File: config.mk
export PLATFORM = sky130hd
export DESIGN_NAME = clint_top
export DESIGN_NICKNAME = d
export VERILOG_FILES = /design/src/clint_pkg.sv /design/src/clint_reg_if.sv /design/src/clint_bus_ctrl.sv /design/src/clint_timer.sv /design/src/clint_swi.sv /design/src/clint_top.sv
export VERILOG_INCLUDE_DIRS = /design/src
export SDC_FILE = /design/constraint.sdc
export NUM_CORES = 1
export LEC_CHECK = 0
export ABC_AREA = 1
export BUFFER_PORTS_ARGS = -buffer_cell sky130_fd_sc_hd__buf_2
export CORE_MARGIN = 1.5
export CORE_UTILIZATION = 45
export DETAILED_ROUTE_END_ITERATION = 16
export PLACE_DENSITY = 0.74
export SKIP_CTS_REPAIR_TIMING = 1
export SYNTH_ARGS = -nofsm -noshare
export SYNTH_HDL_FRONTEND = slang
export SYNTH_HIERARCHICAL = 1
export SYNTH_SLANG_ARGS = --single-unit
export TNS_END_PERCENT = 5
File: constraint.sdc
create_clock -name clk -period 2.4 [get_ports clk]
set_clock_uncertainty 0.05 [all_clocks]
set_input_delay 0.12 -clock clk [delete_from_list [all_inputs] [get_ports clk]]
set_output_delay 0.12 -clock clk [all_outputs]
set_load 0.05 [all_outputs]
File: src/clint_macros.svh
// CLINT bus and address map

`ifndef CLINT_MACROS_SVH
`define CLINT_MACROS_SVH

// bus widths
`define CLINT_ADDR_W 32
`define CLINT_DATA_W 32
`define CLINT_ID_W 4

// register bases
`define CLINT_MSIP_ADDR 32'h0200_0000
`define CLINT_MTIMECMP_ADDR 32'h0200_4000
`define CLINT_MTIME_ADDR 32'h0200_BFF8

`endif

File: src/clint_pkg.sv
// CLINT shared types

package clint_pkg;

  typedef enum logic {
    RD_IDLE = 1'b0,
    RD_RESP = 1'b1
  } rd_state_e;

  typedef enum logic [1:0] {
    WR_IDLE = 2'd0,
    WR_DATA = 2'd1,
    WR_RESP = 2'd2
  } wr_state_e;

  // target of a decoded access
  typedef enum logic [1:0] {
    SEL_NONE     = 2'd0,
    SEL_MSIP     = 2'd1,
    SEL_MTIMECMP = 2'd2,
    SEL_MTIME    = 2'd3
  } reg_sel_e;

  typedef enum logic [1:0] {
    RESP_OKAY   = 2'd0,
    RESP_SLVERR = 2'd2
  } resp_e;

endpackage

File: src/clint_reg_if.sv
// CLINT register access interface

`timescale 1ns/10ps

interface clint_reg_if;

  // write request from the bus side
  logic                 wr_en;
  clint_pkg::reg_sel_e  wr_sel;
  logic [7:0]           wr_mask;
  logic [63:0]          wr_data;

  // register state back to the bus side
  logic [63:0]          mtime_q;
  logic [63:0]          mtimecmp_q;
  logic                 msip_q;

  modport ctrl (
    output wr_en, wr_sel, wr_mask, wr_data,
    input  mtime_q, mtimecmp_q, msip_q
  );

  modport timer (
    input  wr_en, wr_sel, wr_mask, wr_data,
    output mtime_q, mtimecmp_q
  );

  modport swi (
    input  wr_en, wr_sel, wr_mask, wr_data,
    output msip_q
  );

endinterface

File: src/clint_bus_ctrl.sv
// CLINT bus control and decode

`timescale 1ns/10ps

`include "clint_macros.svh"

module clint_bus_ctrl (
  input  logic                        clk,
  input  logic                        rst,

  input  logic                        aw_valid_i,
  output logic                        aw_ready_o,
  input  logic [`CLINT_ADDR_W-1:0]    aw_addr_i,
  input  logic [`CLINT_ID_W-1:0]      aw_id_i,
  input  logic [2:0]                  aw_size_i,

  input  logic                        w_valid_i,
  output logic                        w_ready_o,
  input  logic [`CLINT_DATA_W-1:0]    w_data_i,
  input  logic [`CLINT_DATA_W/8-1:0]  w_strb_i,

  output logic                        b_valid_o,
  input  logic                        b_ready_i,
  output logic [`CLINT_ID_W-1:0]      b_id_o,
  output logic [1:0]                  b_resp_o,

  input  logic                        ar_valid_i,
  output logic                        ar_ready_o,
  input  logic [`CLINT_ADDR_W-1:0]    ar_addr_i,
  input  logic [`CLINT_ID_W-1:0]      ar_id_i,
  input  logic [2:0]                  ar_size_i,

  output logic                        r_valid_o,
  input  logic                        r_ready_i,
  output logic [`CLINT_DATA_W-1:0]    r_data_o,
  output logic [`CLINT_ID_W-1:0]      r_id_o,
  output logic [1:0]                  r_resp_o,
  output logic                        r_last_o,

  clint_reg_if.ctrl                   reg_if
);

  localparam logic [`CLINT_ADDR_W-1:0] MSIP_BASE     = `CLINT_MSIP_ADDR;
  localparam logic [`CLINT_ADDR_W-1:0] MTIMECMP_BASE = `CLINT_MTIMECMP_ADDR;
  localparam logic [`CLINT_ADDR_W-1:0] MTIME_BASE    = `CLINT_MTIME_ADDR;

  clint_pkg::rd_state_e           rd_state;
  clint_pkg::wr_state_e           wr_state;
  clint_pkg::reg_sel_e            ar_sel;
  clint_pkg::reg_sel_e            wr_sel;
  logic                           ar_legal;
  logic                           wr_legal;
  logic [63:0]                    rd_val;
  logic [31:0]                    rd_shift;
  logic [`CLINT_DATA_W-1:0]       rd_data;
  logic [3:0]                     wr_lanes;
  logic [`CLINT_ADDR_W-1:0]       wr_addr_q;
  logic [`CLINT_ID_W-1:0]         wr_id_q;
  logic [2:0]                     wr_size_q;
  clint_pkg::resp_e               b_resp_q;
  logic [`CLINT_DATA_W-1:0]       r_data_q;
  logic [`CLINT_ID_W-1:0]         r_id_q;
  clint_pkg::resp_e               r_resp_q;

  function automatic clint_pkg::reg_sel_e decode_sel(input logic [`CLINT_ADDR_W-1:0] addr);
    clint_pkg::reg_sel_e sel;
    sel = clint_pkg::SEL_NONE;
    if (addr[`CLINT_ADDR_W-1:2] == MSIP_BASE[`CLINT_ADDR_W-1:2])
      sel = clint_pkg::SEL_MSIP;
    else if (addr[`CLINT_ADDR_W-1:3] == MTIMECMP_BASE[`CLINT_ADDR_W-1:3])
      sel = clint_pkg::SEL_MTIMECMP;
    else if (addr[`CLINT_ADDR_W-1:3] == MTIME_BASE[`CLINT_ADDR_W-1:3])
      sel = clint_pkg::SEL_MTIME;
    return sel;
  endfunction

  // access must stay inside its 32-bit word
  function automatic logic access_ok(input logic [2:0] size, input logic [1:0] offs);
    case (size)
      3'd0:    return 1'b1;
      3'd1:    return offs != 2'd3;
      3'd2:    return offs == 2'd0;
      default: return 1'b0;
    endcase
  endfunction

  function automatic logic [3:0] size_lanes(input logic [2:0] size);
    case (size)
      3'd0:    return 4'b0001;
      3'd1:    return 4'b0011;
      3'd2:    return 4'b1111;
      default: return 4'b0000;
    endcase
  endfunction

  // read path
  assign ar_ready_o = (rd_state == clint_pkg::RD_IDLE) && ar_valid_i;
  assign ar_sel     = decode_sel(ar_addr_i);
  assign ar_legal   = (ar_sel != clint_pkg::SEL_NONE) && access_ok(ar_size_i, ar_addr_i[1:0]);

  always_comb begin
    case (ar_sel)
      clint_pkg::SEL_MSIP:     rd_val = {63'd0, reg_if.msip_q};
      clint_pkg::SEL_MTIMECMP: rd_val = reg_if.mtimecmp_q;
      clint_pkg::SEL_MTIME:    rd_val = reg_if.mtime_q;
      default:                 rd_val = 64'd0;
    endcase
    rd_shift = (ar_addr_i[2] ? rd_val[63:32] : rd_val[31:0]) >> {ar_addr_i[1:0], 3'b000};
    // replicate across the bus for narrow reads
    case (ar_size_i)
      3'd0:    rd_data = {4{rd_shift[7:0]}};
      3'd1:    rd_data = {2{rd_shift[15:0]}};
      default: rd_data = rd_shift;
    endcase
    if (!ar_legal)
      rd_data = '0;
  end

  always_ff @(posedge clk) begin
    if (rst) begin
      rd_state <= clint_pkg::RD_IDLE;
    end else begin
      case (rd_state)
        clint_pkg::RD_IDLE: if (ar_valid_i && ar_ready_o) rd_state <= clint_pkg::RD_RESP;
        clint_pkg::RD_RESP: if (r_valid_o && r_ready_i) rd_state <= clint_pkg::RD_IDLE;
        default:            rd_state <= clint_pkg::RD_IDLE;
      endcase
    end
  end

  always_ff @(posedge clk) begin
    if (ar_valid_i && ar_ready_o) begin
      r_data_q <= rd_data;
      r_id_q   <= ar_id_i;
      r_resp_q <= ar_legal ? clint_pkg::RESP_OKAY : clint_pkg::RESP_SLVERR;
    end
  end

  assign r_valid_o = rd_state == clint_pkg::RD_RESP;
  assign r_last_o  = r_valid_o;
  assign r_data_o  = r_data_q;
  assign r_id_o    = r_id_q;
  assign r_resp_o  = r_resp_q;

  // write path
  assign aw_ready_o = (wr_state == clint_pkg::WR_IDLE) && aw_valid_i;
  assign w_ready_o  = (wr_state == clint_pkg::WR_DATA) && w_valid_i;
  assign wr_sel     = decode_sel(wr_addr_q);
  assign wr_legal   = (wr_sel != clint_pkg::SEL_NONE) && access_ok(wr_size_q, wr_addr_q[1:0]);
  assign wr_lanes   = w_strb_i & (size_lanes(wr_size_q) << wr_addr_q[1:0]);

  always_ff @(posedge clk) begin
    if (rst) begin
      wr_state <= clint_pkg::WR_IDLE;
    end else begin
      case (wr_state)
        clint_pkg::WR_IDLE: if (aw_valid_i && aw_ready_o) wr_state <= clint_pkg::WR_DATA;
        clint_pkg::WR_DATA: if (w_valid_i && w_ready_o) wr_state <= clint_pkg::WR_RESP;
        clint_pkg::WR_RESP: if (b_valid_o && b_ready_i) wr_state <= clint_pkg::WR_IDLE;
        default:            wr_state <= clint_pkg::WR_IDLE;
      endcase
    end
  end

  always_ff @(posedge clk) begin
    if (aw_valid_i && aw_ready_o) begin
      wr_addr_q <= aw_addr_i;
      wr_id_q   <= aw_id_i;
      wr_size_q <= aw_size_i;
    end
    if (w_valid_i && w_ready_o)
      b_resp_q <= wr_legal ? clint_pkg::RESP_OKAY : clint_pkg::RESP_SLVERR;
  end

  // word goes into the half picked by address bit 2
  assign reg_if.wr_en   = w_valid_i && w_ready_o && wr_legal;
  assign reg_if.wr_sel  = wr_sel;
  assign reg_if.wr_mask = wr_addr_q[2] ? {wr_lanes, 4'b0000} : {4'b0000, wr_lanes};
  assign reg_if.wr_data = wr_addr_q[2] ? {w_data_i, 32'd0} : {32'd0, w_data_i};

  assign b_valid_o = wr_state == clint_pkg::WR_RESP;
  assign b_id_o    = wr_id_q;
  assign b_resp_o  = b_resp_q;

endmodule

File: src/clint_timer.sv
// CLINT machine timer

`timescale 1ns/10ps

module clint_timer (
  input  logic        clk,
  input  logic        rst,
  clint_reg_if.timer  reg_if,
  output logic        timer_irq_o
);

  logic [63:0] mtime_q;
  logic [63:0] mtimecmp_q;
  logic        mtime_wr;
  logic        mtimecmp_wr;

  // byte-masked merge over the 64-bit view
  function automatic logic [63:0] merge(
    input logic [63:0] old_v,
    input logic [63:0] new_v,
    input logic [7:0]  mask
  );
    logic [63:0] bits;
    for (int i = 0; i < 8; i++)
      bits[8*i +: 8] = {8{mask[i]}};
    return (old_v & ~bits) | (new_v & bits);
  endfunction

  assign mtime_wr    = reg_if.wr_en && (reg_if.wr_sel == clint_pkg::SEL_MTIME);
  assign mtimecmp_wr = reg_if.wr_en && (reg_if.wr_sel == clint_pkg::SEL_MTIMECMP);

  // a write replaces that cycle's increment
  always_ff @(posedge clk) begin
    if (rst)
      mtime_q <= 64'd0;
    else if (mtime_wr)
      mtime_q <= merge(mtime_q, reg_if.wr_data, reg_if.wr_mask);
    else
      mtime_q <= mtime_q + 64'd1;
  end

  always_ff @(posedge clk) begin
    if (rst)
      mtimecmp_q <= 64'd0;
    else if (mtimecmp_wr)
      mtimecmp_q <= merge(mtimecmp_q, reg_if.wr_data, reg_if.wr_mask);
  end

  assign reg_if.mtime_q    = mtime_q;
  assign reg_if.mtimecmp_q = mtimecmp_q;

  // unsigned compare
  assign timer_irq_o = mtime_q >= mtimecmp_q;

endmodule

File: src/clint_swi.sv
// CLINT software interrupt

`timescale 1ns/10ps

module clint_swi (
  input  logic      clk,
  input  logic      rst,
  clint_reg_if.swi  reg_if,
  output logic      soft_irq_o
);

  logic msip_q;
  logic msip_wr;

  // only lane 0 of the low word reaches the msip bit
  assign msip_wr = reg_if.wr_en && (reg_if.wr_sel == clint_pkg::SEL_MSIP) && reg_if.wr_mask[0];

  always_ff @(posedge clk) begin
    if (rst)
      msip_q <= 1'b0;
    else if (msip_wr)
      msip_q <= reg_if.wr_data[0];
  end

  assign reg_if.msip_q = msip_q;
  assign soft_irq_o    = msip_q;

endmodule

File: src/clint_top.sv
// CLINT top level

`timescale 1ns/10ps

`include "clint_macros.svh"

module clint_top (
  input  logic                        clk,
  input  logic                        rst,

  input  logic                        aw_valid_i,
  output logic                        aw_ready_o,
  input  logic [`CLINT_ADDR_W-1:0]    aw_addr_i,
  input  logic [`CLINT_ID_W-1:0]      aw_id_i,
  input  logic [2:0]                  aw_size_i,

  input  logic                        w_valid_i,
  output logic                        w_ready_o,
  input  logic [`CLINT_DATA_W-1:0]    w_data_i,
  input  logic [`CLINT_DATA_W/8-1:0]  w_strb_i,

  output logic                        b_valid_o,
  input  logic                        b_ready_i,
  output logic [`CLINT_ID_W-1:0]      b_id_o,
  output logic [1:0]                  b_resp_o,

  input  logic                        ar_valid_i,
  output logic                        ar_ready_o,
  input  logic [`CLINT_ADDR_W-1:0]    ar_addr_i,
  input  logic [`CLINT_ID_W-1:0]      ar_id_i,
  input  logic [2:0]                  ar_size_i,

  output logic                        r_valid_o,
  input  logic                        r_ready_i,
  output logic [`CLINT_DATA_W-1:0]    r_data_o,
  output logic [`CLINT_ID_W-1:0]      r_id_o,
  output logic [1:0]                  r_resp_o,
  output logic                        r_last_o,

  output logic                        soft_irq_o,
  output logic                        timer_irq_o
);

  clint_reg_if reg_if ();

  // bus side, the only address decoder
  clint_bus_ctrl u_bus_ctrl (
    .clk        (clk),
    .rst        (rst),
    .aw_valid_i (aw_valid_i),
    .aw_ready_o (aw_ready_o),
    .aw_addr_i  (aw_addr_i),
    .aw_id_i    (aw_id_i),
    .aw_size_i  (aw_size_i),
    .w_valid_i  (w_valid_i),
    .w_ready_o  (w_ready_o),
    .w_data_i   (w_data_i),
    .w_strb_i   (w_strb_i),
    .b_valid_o  (b_valid_o),
    .b_ready_i  (b_ready_i),
    .b_id_o     (b_id_o),
    .b_resp_o   (b_resp_o),
    .ar_valid_i (ar_valid_i),
    .ar_ready_o (ar_ready_o),
    .ar_addr_i  (ar_addr_i),
    .ar_id_i    (ar_id_i),
    .ar_size_i  (ar_size_i),
    .r_valid_o  (r_valid_o),
    .r_ready_i  (r_ready_i),
    .r_data_o   (r_data_o),
    .r_id_o     (r_id_o),
    .r_resp_o   (r_resp_o),
    .r_last_o   (r_last_o),
    .reg_if     (reg_if.ctrl)
  );

  clint_timer u_timer (
    .clk         (clk),
    .rst         (rst),
    .reg_if      (reg_if.timer),
    .timer_irq_o (timer_irq_o)
  );

  clint_swi u_swi (
    .clk        (clk),
    .rst        (rst),
    .reg_if     (reg_if.swi),
    .soft_irq_o (soft_irq_o)
  );

endmodule

== After elaboration in Yosys (flattened, before gate mapping) ==
Index checks and enable logic that the tools add are counted.
Storage, ports and cells
  register bits after elaboration: 211
  input bits: 121
  output and inout bits: 52
  word-level logic and storage cells: 94
Cells by class
  add/subtract/negate cells: 1
  magnitude comparators: 1
  eq/ne operators: 23
  shift-type cells: 2
  muxes and demuxes: 24
  bitwise logic cells: 8
  reductions and logical operators: 23
Operator list (count)
  bitwise AND 64 bit: 3
  one-hot mux 64 bit (3 select lines): 1
  2-to-1 mux 64 bit: 2
  OR 64 bit: 2
  == test 29 x 23 -> 1 bit, second input constant: 4
  adder 64 x 1 -> 64 bit, second input constant: 1
  >= comparator 64 bit: 1
  inverter 64 bit: 1
  one-hot mux 32 bit (2 select lines): 1
  == test 30 x 24 -> 1 bit, second input constant: 2
  2-to-1 mux 32 bit: 1
  >> shifter 32 x 5 -> 32 bit: 1
  2-to-1 mux 2 bit: 11
  logical AND 1 bit: 15
  one-hot mux 4 bit (3 select lines): 1
  == test 2 bit, second input constant: 5
  inequality test 2 bit, second input constant: 5
  2-to-1 mux 8 bit: 1
  == test 2 x 1 -> 1 bit, second input constant: 3
  == test 3 x 1 -> 1 bit, second input constant: 2
  == test 3 x 2 -> 1 bit, second input constant: 2
  zero test 2 bit: 3
  zero test 3 bit: 2
  one-hot mux 1 bit (3 select lines): 2
  8 further kinds: 10

== Logic depth before layout (Yosys ltp) ==
Gate-level depths: netlist of the first run.
  depth in word-level cells: 9
  gate-level depth with buffers: 18

== Cells and area by module ==
The synthesis of the first run kept the hierarchy.
By module, submodules not included
  clint_timer: times used 1, cells each 1398, area each 8758.4 um^2
  clint_bus_ctrl: times used 1, cells each 993, area each 6439.9 um^2
  clint_swi: times used 1, cells each 12, area each 77.6 um^2

== Least setup slack after synthesis of the first run ==
Ideal clock, no wire load.
  kind: register to register
  start: reg u_bus_ctrl.rd_state (netlist: u_bus_ctrl/r_last_o)
  end: reg u_bus_ctrl.r_data_q[0] (netlist: u_bus_ctrl/r_data_o[0]) (enable)
  arrival time: 2768 ps
  path slack: -882 ps
  stages on the path, launching flop included: 2
  path buffers: 0
  period minus slack after synthesis: 3282 ps
  cells stage by stage: dfxtp_1 nor2_1
Between the ends
  word-level cells in the longest chain between the ends: 3
RTL lines
  from (decl): line clint_bus_ctrl.sv:47  | clint_pkg::rd_state_e rd_state;
  from (signal assigned): line clint_bus_ctrl.sv:121  | rd_state <= clint_pkg::RD_IDLE;
  from (signal assigned): line clint_bus_ctrl.sv:124  | clint_pkg::RD_IDLE: if (ar_valid_i && ar_ready_o) rd_state <= clint_pkg::RD_RESP;
  from (signal assigned): line clint_bus_ctrl.sv:125  | clint_pkg::RD_RESP: if (r_valid_o && r_ready_i) rd_state <= clint_pkg::RD_IDLE;
  inverter 1 bit: line clint_bus_ctrl.sv:97  | assign ar_ready_o = (rd_state == clint_pkg::RD_IDLE) && ar_valid_i;
  logical AND 1 bit: line clint_bus_ctrl.sv:97
  net ar_ready_o: line clint_top.sv:28  | output logic ar_ready_o,
  logical AND 1 bit: line clint_bus_ctrl.sv:132  | if (ar_valid_i && ar_ready_o) begin
  to (signal assigned): line clint_bus_ctrl.sv:133  | r_data_q <= rd_data;
  to (decl): line clint_bus_ctrl.sv:61  | logic [`CLINT_DATA_W-1:0] r_data_q;
The timed path passes the listed nets, and every way through them passes these cells.
A chain may end at the register's enable or synchronous reset.

==> results of run 1 <==
-- power by group --
group | switching [mW] | internal (mW)
combinational | 0.750 | 0.352
clock | 1.65 | 2.06
sequential | 0.0417 | 3.77
-- logic make-up after synthesis --
| family | count (synthesis) |
|---|---|
| buffers and inverters | 410 |
| other | 1 |
| adders and majority gates | 65 |
| DFF | 209 |
| xor gates and xnor gates | 4 |
| AOI/OAI and AO/OA | 287 |
| and+or+nand+nor | 1427 |
-- critical path: stages, from the launching register on --
cell and delay (ps):
edfxtp_1 400, or4_4 540, nor3_4 190, nand4_1 140, nand3_1 120, nand2_2 80, nor2_4 190, nand2_4 90
nor2_4 160, nand2_1 200, o21ai_0 400, a21oi_1 70
-- synthesized netlist by cell type, types with 2 or more instances --
library cell,number,area (µm²)
xor2_1,3,26.3
nor4_1,4,25.0
a21oi_1,125,626
nand2_1,677,2540
nor2_8,2,40.0
nor3b_1,3,22.5
o21a_1,2,15.0
nand3_1,320,1600
and2_1,4,25.0
buf_1,5,18.8
o21ai_1,7,35.0
nor2_2,31,194
clkinv_1,3,11.3
nor2_1,287,1080
nand4_1,37,231
a31oi_1,19,119
inv_2,13,48.8
a21oi_2,2,17.5
nand2_4,5,56.3
o21ai_0,99,495
o211ai_1,25,188
or2_0,3,18.8
edfxtp_1,77,2310
inv_1,305,1140
nand3_2,4,40.0
dfxtp_1,132,2640
nor2_4,11,124
nand2_2,7,43.8
buf_2,24,120
buf_6,4,45.0
ha_1,65,813
nor3_1,19,95.1
buf_4,14,105
clkbuf_1,42,158
o211ai_2,3,37.5
nand3b_1,5,37.5
-- metal layers --
layer,track usage [%],vias to the layer above
met4,11.8,0
li1,-,8457
met5,0,-
met3,5.70,137
met1,42.4,7989
met2,51.7,874
-- stage by stage --
stage / utilization (%) / instances
detailed placement: 52.4 / 3079
global placement: 52.4 / 3079
finish: 57.8 / 3194
global route: 57.8 / 3194
CTS: 54.7 / 3125
floorplan: - / 2404
-- worst min-delay path by stage --
stage / slack (ps) / from / cells after the start / to
floorplan: 140 / rst / 1 / u_bus_ctrl/r_last_o
global placement: 250 / aw_addr_i[0] / 1 / u_bus_ctrl/wr_addr_q[0]
detailed placement: 250 / aw_addr_i[0] / 1 / u_bus_ctrl/wr_addr_q[0]
CTS: -320 / ar_id_i[0] / 1 / u_bus_ctrl/r_id_o[0]
global route: 4 / w_data_i[4] / 5 / register
finish: -30 / w_data_i[3] / 5 / register
-- layout make-up --
class / count / area (µm²) / area share [%]
well taps: 448 / 561 / 2.90
inverters: 321 / 1220 / 6.33
repair buffers: 384 / 2780 / 14.4
clock buffers: 28 / 637 / 3.29
flip-flops and latches: 209 / 4960 / 25.6
clock inverters: 18 / 159 / 0.822
repair inverters: 1 / 5.00 / 0.0259
multi-input cells: 1785 / 9020 / 46.6
==> flow_summary.toml, run 1 <==
[synth]
synth-edff-count = 77
ys_async_sr_fraction_pct = 0
yosys.area_share.simple_pct = 40.9
netlist_area_um2 = 15300
ys.flop_type = "dfxtp_1"
ys_seq_area_share_pct = 32.4
synthMuxAreaShare_pct = 0
synthCells = 2403
synth_top_family_by_area = "simple AND/OR/NAND/NOR gates"
synth_fa_ha_area_share_pct = 5.32
synth_seq_cells = 209
postSynthAreaPerCell_um2 = 6.36
ys_types = 51
ys_warn_count = 6
synth-compound-area-share_pct = 10.3
synthXorXnorAreaFrac_pct = 0.229

[timing]
fin_crit_ps = 2780
rsz0062_at_grt = "true"
timing.final.max_slew_violations = 0
period_share_pct = 116
final-hold-violation-count = 21
fmax_ghz = 0.360
layout_setup_ws_ps = -379
relSlewSlack_pct = 55.3
setup_tns_ps = -32790
setup_viol = 129
holdWs_ps = -31.9
worstMarginPinSlew_ps = 670

[global_route]
gr-total-overflow = 0
grt_first_pass_wirelength_mm = 87.7
grtUsageTotal_pct = 31.9
antenna_found_initial = 0
grt_max_degree = 90
grt_pass1_vias = 16000

[cts]
path_clk_slew_ps = 60
cts_tree = "built"
clkLatencyLatePin_ps = 550
cts_buffer_depth = 3
numCtsBuffers = 25
clock_sinks = 209
clk_root_buffer_cell = "clkbuf_16"
htreeDepth = 1

[placement]
place_congestion = 0.971
place_ws_ps = -402
place_hpwl_mm = 45.9
io_buffers = 170
placed_area_um2 = 17500

[final_layout]
final_area_um2 = 19300
n_antenna_cell = 0
n_fill_cell = 3240
drive_gt1_share_pct = 18.9
mostFrequentLayoutCell = "nand2_1"
syn_to_final_growth_pct = 26.6
finalNetCount = 2913
final_cell_mix = "654 x nand2_1, 315 x nand3_1, 300 x inv_1"

[drt]
wl_met1_mm = 24.3
dr_total_vias = 17500
maxUsedRoutingLayer = "met4"
route.detailed.drc = 0
first_pass_iters = 8
wl_met3_mm = 5.52
route.met2.wl_mm = 27.0
viasPerCell = 5.47
wl_per_cell_um = 18.5
drt_wl_total_mm = 59.2
ant_nets = 0
drtIter0Drc = 1995

[min_path]
hold_class = "input pin to register"

[floorplanning]
dieArea_um2 = 35100
die-height_um = 187
initial_core_util_pct = 45.7
core_area_um2 = 33400
die_x_um = 187
row_count = 67
ios = 173

[power_and_ir_drop]
p_leak_nw = 8.75
power_density_nw_per_um2 = 446
power_mw = 8.62
irDropWorstVdd_mv = 0.529

[run_status]
violations = "hold timing, setup timing"
outcome = "complete, but fails checks"

[setup_path]
timing.rr.start = "u_bus_ctrl/wr_addr_q[11]"
crit_path_start_kind = "register"
crit_fanout = 9
required_ps = 2770
reg2reg_depth = 11
worstSetupEndpointType = "register"
setup.worst_path.start = "u_bus_ctrl/wr_addr_q[11]"
cp.arrival_ps = 3150
critPathKind = "register to register"
rrSetupSlack_ps = -380

[job]
max-cap-violations = 0
(Power assumes the default switching activity.)
==> run 2: changes to the inputs <==
--- a/config.mk
+++ b/config.mk
@@ -8,10 +8,13 @@
 export LEC_CHECK = 0
 export ABC_AREA = 1
 export BUFFER_PORTS_ARGS = -buffer_cell sky130_fd_sc_hd__buf_2
-export CORE_MARGIN = 1.5
-export CORE_UTILIZATION = 45
+export CELL_PAD_IN_SITES_DETAIL_PLACEMENT = 0
+export CELL_PAD_IN_SITES_GLOBAL_PLACEMENT = 2
+export CORE_MARGIN = 1
+export CORE_UTILIZATION = 29
 export DETAILED_ROUTE_END_ITERATION = 16
-export PLACE_DENSITY = 0.74
+export GPL_TIMING_DRIVEN = 1
+export PLACE_DENSITY = 0.85
 export SKIP_CTS_REPAIR_TIMING = 1
 export SYNTH_ARGS = -nofsm -noshare
 export SYNTH_HDL_FRONTEND = slang
==> run 2 against run 1 <==
Effect of this change: the flow still finishes with violations (hold timing, setup timing); routed wire length up 8.2%; worst setup slack worse by 42 ps; core utilization fell by 19 points; global-route usage down 8.7 points; combinational power is essentially flat; critical path type unchanged.
==> flow_summary.toml, run 2 (synthesis results as in run 1) <==
[drt]
viasPerCell = 4.91
route.detailed.drc = 0
drtIter0Drc = 1238
wl_per_cell_um = 18.4
ant_nets = 0
dr_total_vias = 17100
first_pass_iters = 6
drt_wl_total_mm = 64.0

[setup_path]
path_common_cell = "nor2_4"
worstPathCellList = "nor4b_2 > nand2_1 > nor4_4 > nand4_1 > nand3_1 > nand2_2 > nor2_4 > nand2_4 > nor2_4 > buf_12 > nor2_2 > nand4_4 > nor2_4 > nand2_2 > or2_0 > nand3_1 > nand2_1 > inv_1"
rrSetupSlack_ps = -420
crit_family = "simple AND/OR/NAND/NOR gates"
crit_fanout = 5
required_ps = 2820
timing.rr.start = "u_bus_ctrl/wr_addr_q[28]"
worstSetupEndpointType = "register"
crit_path_top_delay_cell = "edfxtp_1"
reg2reg_depth = 18
path_buf_inv = 2
cp_slowest_stage_delay_ps = 380
cp.arrival_ps = 3240
crit_path_start_kind = "register"
critPathKind = "register to register"

[final_layout]
final_cell_mix = "655 x nand2_1, 314 x nand3_1, 299 x inv_1"
finalNetCount = 2960
syn_to_final_growth_pct = 31.7
mostFrequentLayoutCell = "nand2_1"
n_antenna_cell = 0
drive_gt1_share_pct = 19.7

[timing]
worstMarginPinSlew_ps = 641
period_share_pct = 118
relSlewSlack_pct = 57.2
layout_setup_ws_ps = -420
rsz0062_at_grt = "true"
final-hold-violation-count = 11
holdWs_ps = -57.4
fin_crit_ps = 2820
timing.final.max_slew_violations = 0
setup_viol = 129
fmax_ghz = 0.355

[floorplanning]
die_x_um = 232
dieArea_um2 = 53600
die-height_um = 232
row_count = 83
ios = 173
core_area_um2 = 51700
initial_core_util_pct = 29.5

[power_and_ir_drop]
irDropWorstVdd_mv = 0.531
power_mw = 9.47
power_density_nw_per_um2 = 471
p_leak_nw = 9.02

[cts]
clkLatencyLatePin_ps = 580
cts_buffer_depth = 3
numCtsBuffers = 27
clock_sinks = 209
path_clk_slew_ps = 60
cts_tree = "built"
clk_root_buffer_cell = "clkbuf_16"
htreeDepth = 1

[global_route]
grt_first_pass_wirelength_mm = 94.4
gr-total-overflow = 0
antenna_found_initial = 0
grt_max_degree = 90
grtUsageTotal_pct = 23.2
grt_pass1_vias = 16000

[placement]
place_congestion = 0.942
io_buffers = 170
place_hpwl_mm = 51.2

[min_path]
min_path_cells = 5
hold_start = "w_data_i[23]"
hold_class = "input pin to register"

[job]
max-cap-violations = 0

[run_status]
outcome = "complete, but fails checks"
violations = "hold timing, setup timing"
[run 2: stage by stage]
step | setup TNS [ps] | std cells | setup WS [ps] | util (%) | instance area, µm²
floorplan | -672 | 2404 | -27.3 | - | 15300
global placement | -34150 | 3352 | -413 | 35.1 | 18200
detailed placement | -43160 | 3352 | -528 | 35.1 | 18200
CTS | -45410 | 3402 | -545 | 37.0 | 19100
global route | -63500 | 3475 | -619 | 38.9 | 20100
finish | -37280 | 3475 | -420 | 38.9 | 20100
[run 2: worst max path at each step]
stage               slack (ps)           to                      from  cells past startpoint
floorplan                  -30     register   u_bus_ctrl/wr_addr_q[3]                     13
global placement          -410     register  u_bus_ctrl/wr_addr_q[26]                     13
detailed placement        -530     register  u_bus_ctrl/wr_addr_q[26]                     15
CTS                       -550  timer_irq_o                  register                     12
finish                    -420     register  u_bus_ctrl/wr_addr_q[28]                     18
global route              -620     register  u_bus_ctrl/wr_addr_q[28]                     18
[run 2: power by group]
group	total [mW]	switching [mW]	internal [mW]
Clock	4.53	1.79	2.73
Sequential	3.81	0.0380	3.77
Combinational	1.13	0.756	0.378
Total	9.47	2.59	6.88
[run 2: worst min-delay path, stage by stage]
cell	delay, ps
buf_2	90
nand2_1	50
inv_1	80
o21ai_0	90
a21oi_1	100
[run 2: layer usage]
layer,routed length (µm),global-route usage (%)
met3,3840,3.31
met1,28600,30.9
met2,29000,37.5
met4,2660,9.25
met5,0,0
[run 2: final cells by class]
class | instances | area [µm²]
repair buffers | 429 | 3170
well taps | 680 | 851
clock buffers | 28 | 679
fillers | 5555 | 31600
multi-input cells | 1786 | 8940
clock inverters | 22 | 300
flip-flops and latches | 209 | 4960
inverters | 321 | 1220
